### src/hdl/rv_isa_pkg.sv
// RV64I encoding definitions for the integer execute stage
// imported by each unit that decodes instruction fields
`default_nettype none

package rv_isa_pkg;

    localparam int unsigned XLEN       = 64;
    localparam int unsigned INST_W     = 32;
    localparam int unsigned REG_ADDR_W = 5;

    typedef logic [XLEN-1:0]       xlen_t;
    typedef logic [INST_W-1:0]     inst_t;
    typedef logic [REG_ADDR_W-1:0] reg_addr_t;

    // major opcodes, inst[6:0]
    typedef enum logic [6:0] {
        LOAD      = 7'b0000011,
        OP_IMM    = 7'b0010011,
        OP_IMM_32 = 7'b0011011,
        STORE     = 7'b0100011,
        OP        = 7'b0110011,
        OP_32     = 7'b0111011,
        BRANCH    = 7'b1100011
    } opcode_e;

    typedef enum logic [2:0] {
        ADD_SUB = 3'b000,
        SLL     = 3'b001,
        SLT     = 3'b010,
        SLTU    = 3'b011,
        XOR     = 3'b100,
        SR      = 3'b101,   // srl or sra by funct7
        OR      = 3'b110,
        AND     = 3'b111
    } alu_funct3_e;

    typedef enum logic [2:0] {
        BEQ  = 3'b000,
        BNE  = 3'b001,
        BLT  = 3'b100,
        BGE  = 3'b101,
        BLTU = 3'b110,
        BGEU = 3'b111
    } branch_funct3_e;

    // funct3 of loads and stores
    typedef enum logic [2:0] {
        BYTE   = 3'b000,
        HALF   = 3'b001,
        WORD   = 3'b010,
        DOUBLE = 3'b011,
        BYTE_U = 3'b100,
        HALF_U = 3'b101,
        WORD_U = 3'b110
    } mem_size_e;

    localparam logic [6:0] FUNCT7_BASE = 7'b0000000;
    localparam logic [6:0] FUNCT7_ALT  = 7'b0100000;  // sub and sra

endpackage

`default_nettype wire

### src/hdl/ex_stage_pkg.sv
// pipeline structs and memory credit constants of the execute stage
// shared by the stage units and the testbench
`default_nettype none

package ex_stage_pkg;

    import rv_isa_pkg::*;

    // requests the memory side can hold at once
    localparam int unsigned MEM_CREDITS = 2;
    localparam int unsigned CREDIT_W    = $clog2(MEM_CREDITS + 1);

    typedef logic [CREDIT_W-1:0] credit_cnt_t;

    typedef struct packed {
        inst_t     inst;
        xlen_t     pc;
        xlen_t     op1;
        xlen_t     op2;     // I immediate for I-type
        reg_addr_t rd;
        logic      rd_we;
    } ex_req_t;

    typedef struct packed {
        logic      valid;
        reg_addr_t rd;
        xlen_t     data;
    } wb_t;

    typedef struct packed {
        logic  valid;
        xlen_t target;
    } redirect_t;

    typedef struct packed {
        logic      valid;
        logic      we;
        mem_size_e size;
        xlen_t     addr;
        xlen_t     wdata;
        reg_addr_t rd;      // load destination
    } mem_req_t;

endpackage

`default_nettype wire

### src/hdl/int_alu.sv
// RV64I register and immediate ALU, including the 32-bit W forms
// result, rd and valid are registered one cycle after accept_i
`timescale 1ns/1ps
`default_nettype none

module int_alu (
    input  logic                  clk_i,
    input  logic                  rst_n_i,
    input  logic                  accept_i,
    input  ex_stage_pkg::ex_req_t req_i,
    output ex_stage_pkg::wb_t     wb_o
);

    import rv_isa_pkg::*;

    opcode_e     opcode;
    alu_funct3_e funct3;
    logic [6:0]  funct7;
    logic        is_alu;
    logic        is_imm;
    logic        is_w;
    logic        f7_base;
    logic        f7_alt;
    logic        logic_ok;
    logic        legal;
    logic [5:0]  shamt;
    xlen_t       add_sub;
    xlen_t       sll_d;
    xlen_t       srl_d;
    xlen_t       sra_d;
    logic [31:0] sll_w;
    logic [31:0] srl_w;
    logic [31:0] sra_w;
    xlen_t       result;

    function automatic xlen_t sext_w(input logic [31:0] v);
        return {{32{v[31]}}, v};
    endfunction

    assign opcode = opcode_e'(req_i.inst[6:0]);
    assign funct3 = alu_funct3_e'(req_i.inst[14:12]);
    assign funct7 = req_i.inst[31:25];
    assign is_alu = opcode inside {OP_IMM, OP, OP_IMM_32, OP_32};
    assign is_imm = (opcode == OP_IMM) || (opcode == OP_IMM_32);
    assign is_w   = (opcode == OP_IMM_32) || (opcode == OP_32);

    // 64-bit immediate shifts borrow inst[25] for shamt[5]
    assign f7_base = (opcode == OP_IMM) ? (funct7[6:1] == FUNCT7_BASE[6:1])
                                        : (funct7 == FUNCT7_BASE);
    assign f7_alt  = (opcode == OP_IMM) ? (funct7[6:1] == FUNCT7_ALT[6:1])
                                        : (funct7 == FUNCT7_ALT);
    assign logic_ok = !is_w && (is_imm || f7_base);   // no W form of these

    assign shamt   = is_imm ? req_i.inst[25:20] : req_i.op2[5:0];
    assign add_sub = (!is_imm && f7_alt) ? req_i.op1 - req_i.op2
                                         : req_i.op1 + req_i.op2;
    assign sll_d = req_i.op1 << shamt;
    assign srl_d = req_i.op1 >> shamt;
    assign sra_d = $signed(req_i.op1) >>> shamt;
    assign sll_w = req_i.op1[31:0] << shamt[4:0];
    assign srl_w = req_i.op1[31:0] >> shamt[4:0];
    assign sra_w = $signed(req_i.op1[31:0]) >>> shamt[4:0];

    always_comb begin
        legal  = 1'b0;
        result = add_sub;
        case (funct3)
            ADD_SUB: begin
                legal  = is_imm || f7_base || f7_alt;
                result = is_w ? sext_w(add_sub[31:0]) : add_sub;
            end
            SLL: begin
                legal  = f7_base;
                result = is_w ? sext_w(sll_w) : sll_d;
            end
            SR: begin
                legal = f7_base || f7_alt;
                if (is_w) begin
                    result = sext_w(f7_alt ? sra_w : srl_w);
                end else begin
                    result = f7_alt ? sra_d : srl_d;
                end
            end
            SLT: begin
                legal  = logic_ok;
                result = xlen_t'($signed(req_i.op1) < $signed(req_i.op2));
            end
            SLTU: begin
                legal  = logic_ok;
                result = xlen_t'(req_i.op1 < req_i.op2);
            end
            XOR: begin
                legal  = logic_ok;
                result = req_i.op1 ^ req_i.op2;
            end
            OR: begin
                legal  = logic_ok;
                result = req_i.op1 | req_i.op2;
            end
            AND: begin
                legal  = logic_ok;
                result = req_i.op1 & req_i.op2;
            end
            default: legal = 1'b0;
        endcase
    end

    always_ff @(posedge clk_i) begin
        if (!rst_n_i) begin
            wb_o.valid <= 1'b0;
        end else begin
            wb_o.valid <= accept_i && is_alu && legal && req_i.rd_we;
        end
        if (accept_i) begin
            wb_o.rd   <= req_i.rd;
            wb_o.data <= result;
        end
    end

endmodule

`default_nettype wire

### src/hdl/branch_unit.sv
// conditional branch evaluation for the six RV64I branches
// a taken branch gives a one-cycle redirect pulse with its target
`timescale 1ns/1ps
`default_nettype none

module branch_unit (
    input  logic                    clk_i,
    input  logic                    rst_n_i,
    input  logic                    accept_i,
    input  ex_stage_pkg::ex_req_t   req_i,
    output ex_stage_pkg::redirect_t redirect_o
);

    import rv_isa_pkg::*;

    branch_funct3_e funct3;
    logic           is_branch;
    logic           taken;
    xlen_t          imm_b;

    assign funct3    = branch_funct3_e'(req_i.inst[14:12]);
    assign is_branch = (opcode_e'(req_i.inst[6:0]) == BRANCH);
    assign imm_b = {{51{req_i.inst[31]}}, req_i.inst[31], req_i.inst[7],
                    req_i.inst[30:25], req_i.inst[11:8], 1'b0};

    always_comb begin
        case (funct3)
            BEQ:     taken = (req_i.op1 == req_i.op2);
            BNE:     taken = (req_i.op1 != req_i.op2);
            BLT:     taken = ($signed(req_i.op1) < $signed(req_i.op2));
            BGE:     taken = ($signed(req_i.op1) >= $signed(req_i.op2));
            BLTU:    taken = (req_i.op1 < req_i.op2);
            BGEU:    taken = (req_i.op1 >= req_i.op2);
            default: taken = 1'b0;   // funct3 010/011 unused
        endcase
    end

    always_ff @(posedge clk_i) begin
        if (!rst_n_i) begin
            redirect_o.valid <= 1'b0;
        end else begin
            redirect_o.valid <= accept_i && is_branch && taken;
        end
        if (accept_i) begin
            redirect_o.target <= req_i.pc + imm_b;
        end
    end

endmodule

`default_nettype wire

### src/hdl/mem_req_gen.sv
// load/store request generation with credit-based flow control
// holds the stage's ready; a memory op waits while no credit is left
`timescale 1ns/1ps
`default_nettype none

module mem_req_gen (
    input  logic                   clk_i,
    input  logic                   rst_n_i,
    input  logic                   valid_i,
    input  ex_stage_pkg::ex_req_t  req_i,
    output logic                   ready_o,
    output ex_stage_pkg::mem_req_t mem_req_o,
    input  logic                   mem_credit_i
);

    import rv_isa_pkg::*;
    import ex_stage_pkg::*;

    opcode_e     opcode;
    mem_size_e   size;
    logic        is_load;
    logic        is_store;
    logic        issue;
    xlen_t       imm_s;
    xlen_t       wdata;
    credit_cnt_t credit_cnt;

    assign opcode   = opcode_e'(req_i.inst[6:0]);
    assign size     = mem_size_e'(req_i.inst[14:12]);
    assign is_load  = (opcode == LOAD) && (size inside {BYTE, HALF, WORD, DOUBLE,
                                                        BYTE_U, HALF_U, WORD_U});
    assign is_store = (opcode == STORE) && (size inside {BYTE, HALF, WORD, DOUBLE});
    assign imm_s    = {{52{req_i.inst[31]}}, req_i.inst[31:25], req_i.inst[11:7]};

    // only memory ops need a credit
    assign ready_o = !(is_load || is_store) || (credit_cnt != '0);
    assign issue   = valid_i && ready_o && (is_load || is_store);

    always_comb begin
        case (size)
            BYTE:    wdata = {56'd0, req_i.op2[7:0]};
            HALF:    wdata = {48'd0, req_i.op2[15:0]};
            WORD:    wdata = {32'd0, req_i.op2[31:0]};
            default: wdata = req_i.op2;
        endcase
    end

    // return and issue in the same cycle cancel out
    always_ff @(posedge clk_i) begin
        if (!rst_n_i) begin
            credit_cnt <= credit_cnt_t'(MEM_CREDITS);
        end else if (issue && !mem_credit_i) begin
            credit_cnt <= credit_cnt - 1'b1;
        end else if (!issue && mem_credit_i) begin
            credit_cnt <= credit_cnt + 1'b1;
        end
    end

    always_ff @(posedge clk_i) begin
        if (!rst_n_i) begin
            mem_req_o.valid <= 1'b0;
        end else begin
            mem_req_o.valid <= issue;
        end
        if (issue) begin
            mem_req_o.we    <= is_store;
            mem_req_o.size  <= size;
            mem_req_o.addr  <= req_i.op1 + (is_store ? imm_s : req_i.op2);
            mem_req_o.wdata <= is_store ? wdata : '0;
            mem_req_o.rd    <= is_load ? req_i.rd : '0;
        end
    end

endmodule

`default_nettype wire

### src/hdl/ex_stage.sv
// integer execute stage top
// ALU, branch and memory units run in parallel on each accepted instruction
`timescale 1ns/1ps
`default_nettype none

module ex_stage (
    input  logic                    clk_i,
    input  logic                    rst_n_i,
    input  logic                    valid_i,
    input  ex_stage_pkg::ex_req_t   req_i,
    output logic                    ready_o,
    output ex_stage_pkg::wb_t       wb_o,
    output ex_stage_pkg::redirect_t redirect_o,
    output ex_stage_pkg::mem_req_t  mem_req_o,
    input  logic                    mem_credit_i
);

    logic accept;

    assign accept = valid_i && ready_o;   // ready comes from the credit check

    int_alu u_int_alu (
        .clk_i    (clk_i),
        .rst_n_i  (rst_n_i),
        .accept_i (accept),
        .req_i    (req_i),
        .wb_o     (wb_o)
    );

    branch_unit u_branch_unit (
        .clk_i      (clk_i),
        .rst_n_i    (rst_n_i),
        .accept_i   (accept),
        .req_i      (req_i),
        .redirect_o (redirect_o)
    );

    mem_req_gen u_mem_req_gen (
        .clk_i        (clk_i),
        .rst_n_i      (rst_n_i),
        .valid_i      (accept),
        .req_i        (req_i),
        .ready_o      (ready_o),
        .mem_req_o    (mem_req_o),
        .mem_credit_i (mem_credit_i)
    );

endmodule

`default_nettype wire

### config.mk
export PLATFORM = sky130hd
export DESIGN_NAME = ex_stage
export DESIGN_NICKNAME = d
export VERILOG_FILES = /design/src/hdl/rv_isa_pkg.sv /design/src/hdl/ex_stage_pkg.sv /design/src/hdl/int_alu.sv /design/src/hdl/branch_unit.sv /design/src/hdl/mem_req_gen.sv /design/src/hdl/ex_stage.sv
export SDC_FILE = /design/constraint.sdc
export NUM_CORES = 2
export LEC_CHECK = 0
export BUFFER_PORTS_ARGS = -buffer_cell sky130_fd_sc_hd__buf_2
export CORE_ASPECT_RATIO = 2
export CORE_MARGIN = 4
export CORE_UTILIZATION = 45
export CTS_CLUSTER_SIZE = 20
export DETAILED_ROUTE_END_ITERATION = 6
export PLACE_DENSITY = 0.68
export SLEW_MARGIN = 0
export SYNTH_ARGS = -nofsm -noshare
export SYNTH_HDL_FRONTEND = slang
export SYNTH_SLANG_ARGS = --single-unit
### constraint.sdc
create_clock -name clk_i -period 13.3 [get_ports clk_i]
set_input_delay 1.33 -clock clk_i [delete_from_list [all_inputs] [get_ports clk_i]]
set_output_delay 1.33 -clock clk_i [all_outputs]
set_load 0.05 [all_outputs]
Yosys cells after proc, flatten, opt, wreduce, memory -nomap -nowiden --
Index checks and enable logic that the tools add are counted.
Cells by class: $add $sub $neg 6, magnitude comparators 4, equal/unequal tests 18, shift operators 6, mux-type cells 16, bitwise operators 3, reductions and logical operators 35
Operators by type and width (count):
- one-hot mux 64 bit (8 select lines) | 1
- 2-to-1 mux 64 bit | 6
- adder 64 bit | 3
- one-hot mux 64 bit (3 select lines) | 1
- greater-or-equal comparator 64 bit | 2
- less-than comparator 64 bit | 2
- bitwise AND 64 bit | 1
- equality test 64 bit | 1
- != test 64 bit | 1
- OR 64 bit | 1
- left shift 64 x 6 -> 64 bit | 1
- right shift 64 x 6 -> 64 bit | 1
- >>> shifter 64 x 6 -> 64 bit | 1
- subtractor 64 bit | 1
- XOR 64 bit | 1
- 2-to-1 mux 32 bit | 1
- left shift 32 x 5 -> 32 bit | 1
- right shift 32 x 5 -> 32 bit | 1
- >>> shifter 32 x 5 -> 32 bit | 1
- equality test 7 x 6 -> 1 bit (second input constant) | 4
- equality test 7 x 5 -> 1 bit (second input constant) | 2
- logical AND 1 bit | 14
- equality test 3 bit (second input constant) | 4
- nonzero test 4 bit | 2
- other kinds (20) | 34
Word-level totals: register bits 275, bits of input ports 234, output and inout bits 274, word-level logic and storage cells 100

Depth between registers and ports, before layout --
depth in word-level cells 13, gate-level depth with buffers 23, gate-level depth less buffers 21

Hierarchy --
A second synthesis with hierarchy kept.
Second synthesis, totals: cell total of the unflattened synthesis 5442, area, all modules 41370.9 um^2
By module, submodules not included:
- int_alu | instances 1, cells an instance 3676, area each 24689.9 um^2
- mem_req_gen | instances 1, cells an instance 893, area each 9156.3 um^2
- branch_unit | instances 1, cells an instance 872, area each 7518.5 um^2
- ex_stage | instances 1, cells an instance 1, area each 6.3 um^2

Worst setup path after synthesis --
No wires, ideal clock.
path type input to register, from input port req_i[212] (netlist bit), to register u_mem_req_gen.credit_cnt[1], arrival 13.473 ns, path slack -0.235 ns, cell stages on the path 12, path buffers 2, cells stage by stage clkbuf_1 > and2_1 > clkbuf_1 > nand2_1 > and4b_1 > nor2_1 > or3_1 > and2_1 > nor2b_1 > ha_1 > or3_1 > nand3_1
Between the ends: longest elaborated chain between the ends 12, elaborated cells between the ends (all ways) 22
RTL lines:
- start: declaration | line ex_stage.sv:10 | input ex_stage_pkg::ex_req_t req_i,
- equality test 3 x 1 -> 1 bit, or another cell as far along | line mem_req_gen.sv:30, mem_req_gen.sv:32
- nonzero test 7 bit / nonzero test 4 bit (equally long branches) | line mem_req_gen.sv:30, mem_req_gen.sv:32
- logical AND 1 bit (on tied branches) | line mem_req_gen.sv:30, mem_req_gen.sv:32
- logical OR 1 bit * | line mem_req_gen.sv:36 | assign ready_o = !(is_load || is_store) || (credit_cnt != '0);
- logical NOT 1 bit * | line mem_req_gen.sv:36
- logical OR 1 bit * | line mem_req_gen.sv:36
- named net ready_o | line ex_stage.sv:11 | output logic ready_o,
- logical AND 1 bit * | line ex_stage.sv:20 | assign accept = valid_i && ready_o;
- named net accept | line ex_stage.sv:18 | logic accept;
- logical AND 1 bit * (2 in series) | line mem_req_gen.sv:37 | assign issue = valid_i && ready_o && (is_load || is_store);
- named net u_mem_req_gen.issue | line mem_req_gen.sv:23 | logic issue;
- logical NOT 1 bit | line mem_req_gen.sv:54 | end else if (!issue && mem_credit_i) begin
- logical AND 1 bit | line mem_req_gen.sv:54
- nonzero test 2 bit (no line)
- end signal: assignment | line mem_req_gen.sv:51 | credit_cnt <= credit_cnt_t'(MEM_CREDITS);
- end signal: assignment | line mem_req_gen.sv:53 | credit_cnt <= credit_cnt - 1'b1;
- end signal: assignment | line mem_req_gen.sv:55 | credit_cnt <= credit_cnt + 1'b1;
- end: declaration | line mem_req_gen.sv:26 | credit_cnt_t credit_cnt;
Mark *: on every way through the listed nets, which the timed path passes. The rest lies on a longest branch. A chain may end at the register's enable or synchronous reset.

Worst setup path after layout --
from input port req_i[199] (netlist bit), to register, netlist name u_mem_req_gen.mem_req_o[129]
Between the ends: longest elaborated chain between the ends 4
RTL lines:
- equality test 7 x 6 -> 1 bit | line mem_req_gen.sv:32 | assign is_store = (opcode == STORE) && (size inside {BYTE, HALF, WORD, DOUBLE});
- logical AND 1 bit | line mem_req_gen.sv:32
- 2-to-1 mux 64 bit | line mem_req_gen.sv:68 | mem_req_o.addr <= req_i.op1 + (is_store ? imm_s : req_i.op2);
- adder 64 bit | line mem_req_gen.sv:68
Every way passes these cells.

==> metrics.yaml <==
outcome:
  status: "complete, but fails checks"
  violations: "max-capacitance violations, max-slew violations"
place:
  io_buffers: 502
  dp_hpwl_um: 178000
  dp_cells: 6085
  gp_congestion: 1.14
setup_path:
  critPathCaptureType: "flip-flop"
  criticalPathCategory: "input port to flip-flop"
  start_kind: "input port"
  cp.arrival_ns: 8.59
  cp_max_fo: 53
  cp.required_ns: 13.69
yosys:
  yosys-top-cells-area: "edfxtp_1 (22%), ha_1 (11%), a21oi_1 (7.7%), mux2i_1 (5.5%), o21ai_0 (5.3%)"
  synth_most_common_cell: "a21oi_1"
  synth_edf_count: 270
  synth_area_leader_cell: "edfxtp_1"
  synth_top_area_frac: 0.223
  ys_types: 96
  ys_seq_area_frac: 0.226
  synth_common_cells: "a21oi_1 (557), nand2_1 (480), nor2_1 (447), o21ai_0 (386), ha_1 (318)"
  postSynth.asyncResetShare: 0
  synth_seq_cells: 275
  synth_area_sq_um: 36300
  syn_nets: 5352
  ys_warn_count: 0
  synth_ff_type: "edfxtp_1"
  synth.avg_cell_area_sq_um: 7.58
  synth_cells: 4796
global_route:
  gr-usage-met1: 0.462
  grt_antenna_before_repair: 32
  grt_pass1_wl_um: 317000
  top_usage_layer: "met2"
  use_met2: 0.818
  gr-usage-met3: 0.150
  grt_max_degree: 92
  grt_use_total: 0.507
  grt_overflow_total: 0
  grt_pass1_vias: 42200
floorplan:
  rows: 147
  die_w_um: 209
  ios: 508
  die_y_um: 410
  start_util: 0.453
  die-area_sq_um: 85600
  fp.coreArea_sq_um: 80200
finish:
  nFillCells: 8173
  instances_no_fill: 6169
  seq_area_sq_um: 8210
  drive_gt1_frac: 0.144
  num-nets-final: 5631
  multi_input_area_sq_um: 26100
  area_delta_synth_final_pct: 11.8
clock_tree:
  cts-hold-fix-buffers: 0
  worstSkewPairLatency_ns: 0.67
  cts.sinks: 275
  htreeDepth: 1
  cts_buffers: 27
  clk_transition_reported_paths_ns: 0.07
  clockBufferDepth: 3
  post_cts_resized: 0
  cts_tree: "done"
  cts_root_buffer: "clkbuf_16"
  postCtsSetupBuffers: 0
power:
  peakVddDrop_uv: 115
  switching_share: 0.473
  p_seq_frac: 0.274
  p_comb_frac: 0.506
  p_per_area_nw_per_um2: 94.1
  intPower_uw: 2020
  power.leakage_uw: 0.0173
  p_clk_frac: 0.220
  p_switching_uw: 1810
sta:
  worst_clock_skew_ns: 0.0234
  relSlewSlack: -0.0368
  max_freq_mhz: 122
  setup_viol: 0
  final_max_slew_viol_count: 8
  hold_violations: 0
  tns_ns: 0
  rsz0062_at_grt: "false"
  fin_crit_ns: 8.20
  worstMarginPinSlew_ns: 1.54
  period_share: 0.616
drt:
  wl_per_cell_um: 36.6
  ant_nets: 0
  drt_pre_antenna_iters: 6
  route.vias.total: 43300
  drtIter0Drc: 5769
  routed_wl_um: 226000
  drc_errors: 0
  vias_per_cell: 7.02
min_path:
  hp-class: "flip-flop to flip-flop"
job:
  drv_cap: 4
[power groups by stage]
stage	sequential, uW	clock, uW	combinational [uW]
after floorplan	1240	0	965
after global placement	1060	0	1810
after detailed placement	1070	0	1820
after CTS	1050	838	1830
after global routing	1050	881	1990
final	1050	841	1930
[worst paths after layout]
path	start	end	cells after the start	slack (ns)
worst max register to register	u_mem_req_gen.credit_cnt[0]	u_mem_req_gen.mem_req_o[43]	5	10.26
worst min-delay path	u_mem_req_gen.credit_cnt[1]	u_mem_req_gen.credit_cnt[1]	2	0.51
worst min register to register	u_mem_req_gen.credit_cnt[1]	u_mem_req_gen.credit_cnt[1]	2	0.51
worst max-delay path	req_i[199]	u_mem_req_gen.mem_req_o[129]	22	5.10
[metal layers]
| layer | vias to the layer above | wire length, um |
|---|---|---|
| li1 | 18400 | - |
| met1 | 20300 | 65600 |
| met2 | 3200 | 103000 |
| met3 | 1458 | 20400 |
| met4 | 4 | 37200 |
| met5 | - | 23 |
[final cells by class]
type	instances	area share
diodes	32	0.00197
clock inverters	18	0.00520
clock buffers	30	0.0169
well taps	1043	0.0321
flip-flops and latches	275	0.202
inverters	227	0.0210
repair buffers	594	0.0794
multi-input cells	3950	0.641
[cell families (layout without fill, tap and decap cells)]
| logic type | after synthesis | in the layout | share of synthesized area |
|---|---|---|---|
| DFF | 275 | 275 | 0.226 |
| other | 0 | 32 | 0 |
| and+or+nand+nor | 1409 | 1409 | 0.174 |
| muxes | 221 | 221 | 0.0653 |
| xor gates and xnor gates | 180 | 180 | 0.0434 |
| buffers and inverters | 571 | 869 | 0.0617 |
| adders and majority gates | 322 | 322 | 0.112 |
| AOI/OAI and AO/OA | 1818 | 1818 | 0.318 |
[state kept, by name (all words and copies together), names as in the netlist]
signal / cells
u_mem_req_gen.credit_cnt: 2
u_mem_req_gen.mem_req_o: 138
u_branch_unit.redirect_o: 65
u_int_alu.wb_o: 70
[cells in the final DEF, fill, tap and decap left out, drive strengths merged, types with 36 or more instances in the layout]
master  Yosys  routed
edfxtp    270     270
nand2     480     480
xnor2     122     122
a31oi      70      70
and2       44      44
nand3      88      88
o21bai     49      49
nor4       69      69
a211oi    100     100
o31ai      36      36
xor2       58      58
buf       102     593
nor2      449     449
o211ai     61      61
inv       224     225
nor3       82      82
a21oi     566     566
o21ai     405     405
nand4      43      43
mux2i     201     201
o21a       38      38
ha        318     318
a21o      189     189
o22ai      37      37
[per-stage QoR]
stage	power [uW]	utilization	setup WS [ns]	instance area, sq um	hold WS (ns)
2_1_floorplan	2210	-	2.28	36300	0.471
3_3_place_gp	2870	0.494	4.77	39600	0.485
3_5_place_dp	2880	0.494	4.65	39600	0.497
4_1_cts	3710	0.505	5.31	40500	0.507
5_1_grt	3930	0.506	4.83	40600	0.537
6_report	3820	0.507	5.10	40600	0.507
[critical path, cell delays in order]
cell and delay, ns:
buf_2 0.10, and4bb_1 0.35, nand4_1 0.17, buf_4 0.43, inv_1 0.47, and2_2 0.32
buf_4 0.28, a21o_1 0.31, ha_1 0.38, nand2_1 0.10, a2111oi_0 0.40, o32ai_1 0.28
a2111oi_0 0.74, or3_1 0.41, a41o_1 0.33, a21oi_1 0.21, o31ai_1 0.65, a31oi_1 0.38
nor2b_1 0.34, o21a_1 0.15, nor2_1 0.05, xnor2_1 0.13
No activity file was read; power rests on OpenSTA's default activity.
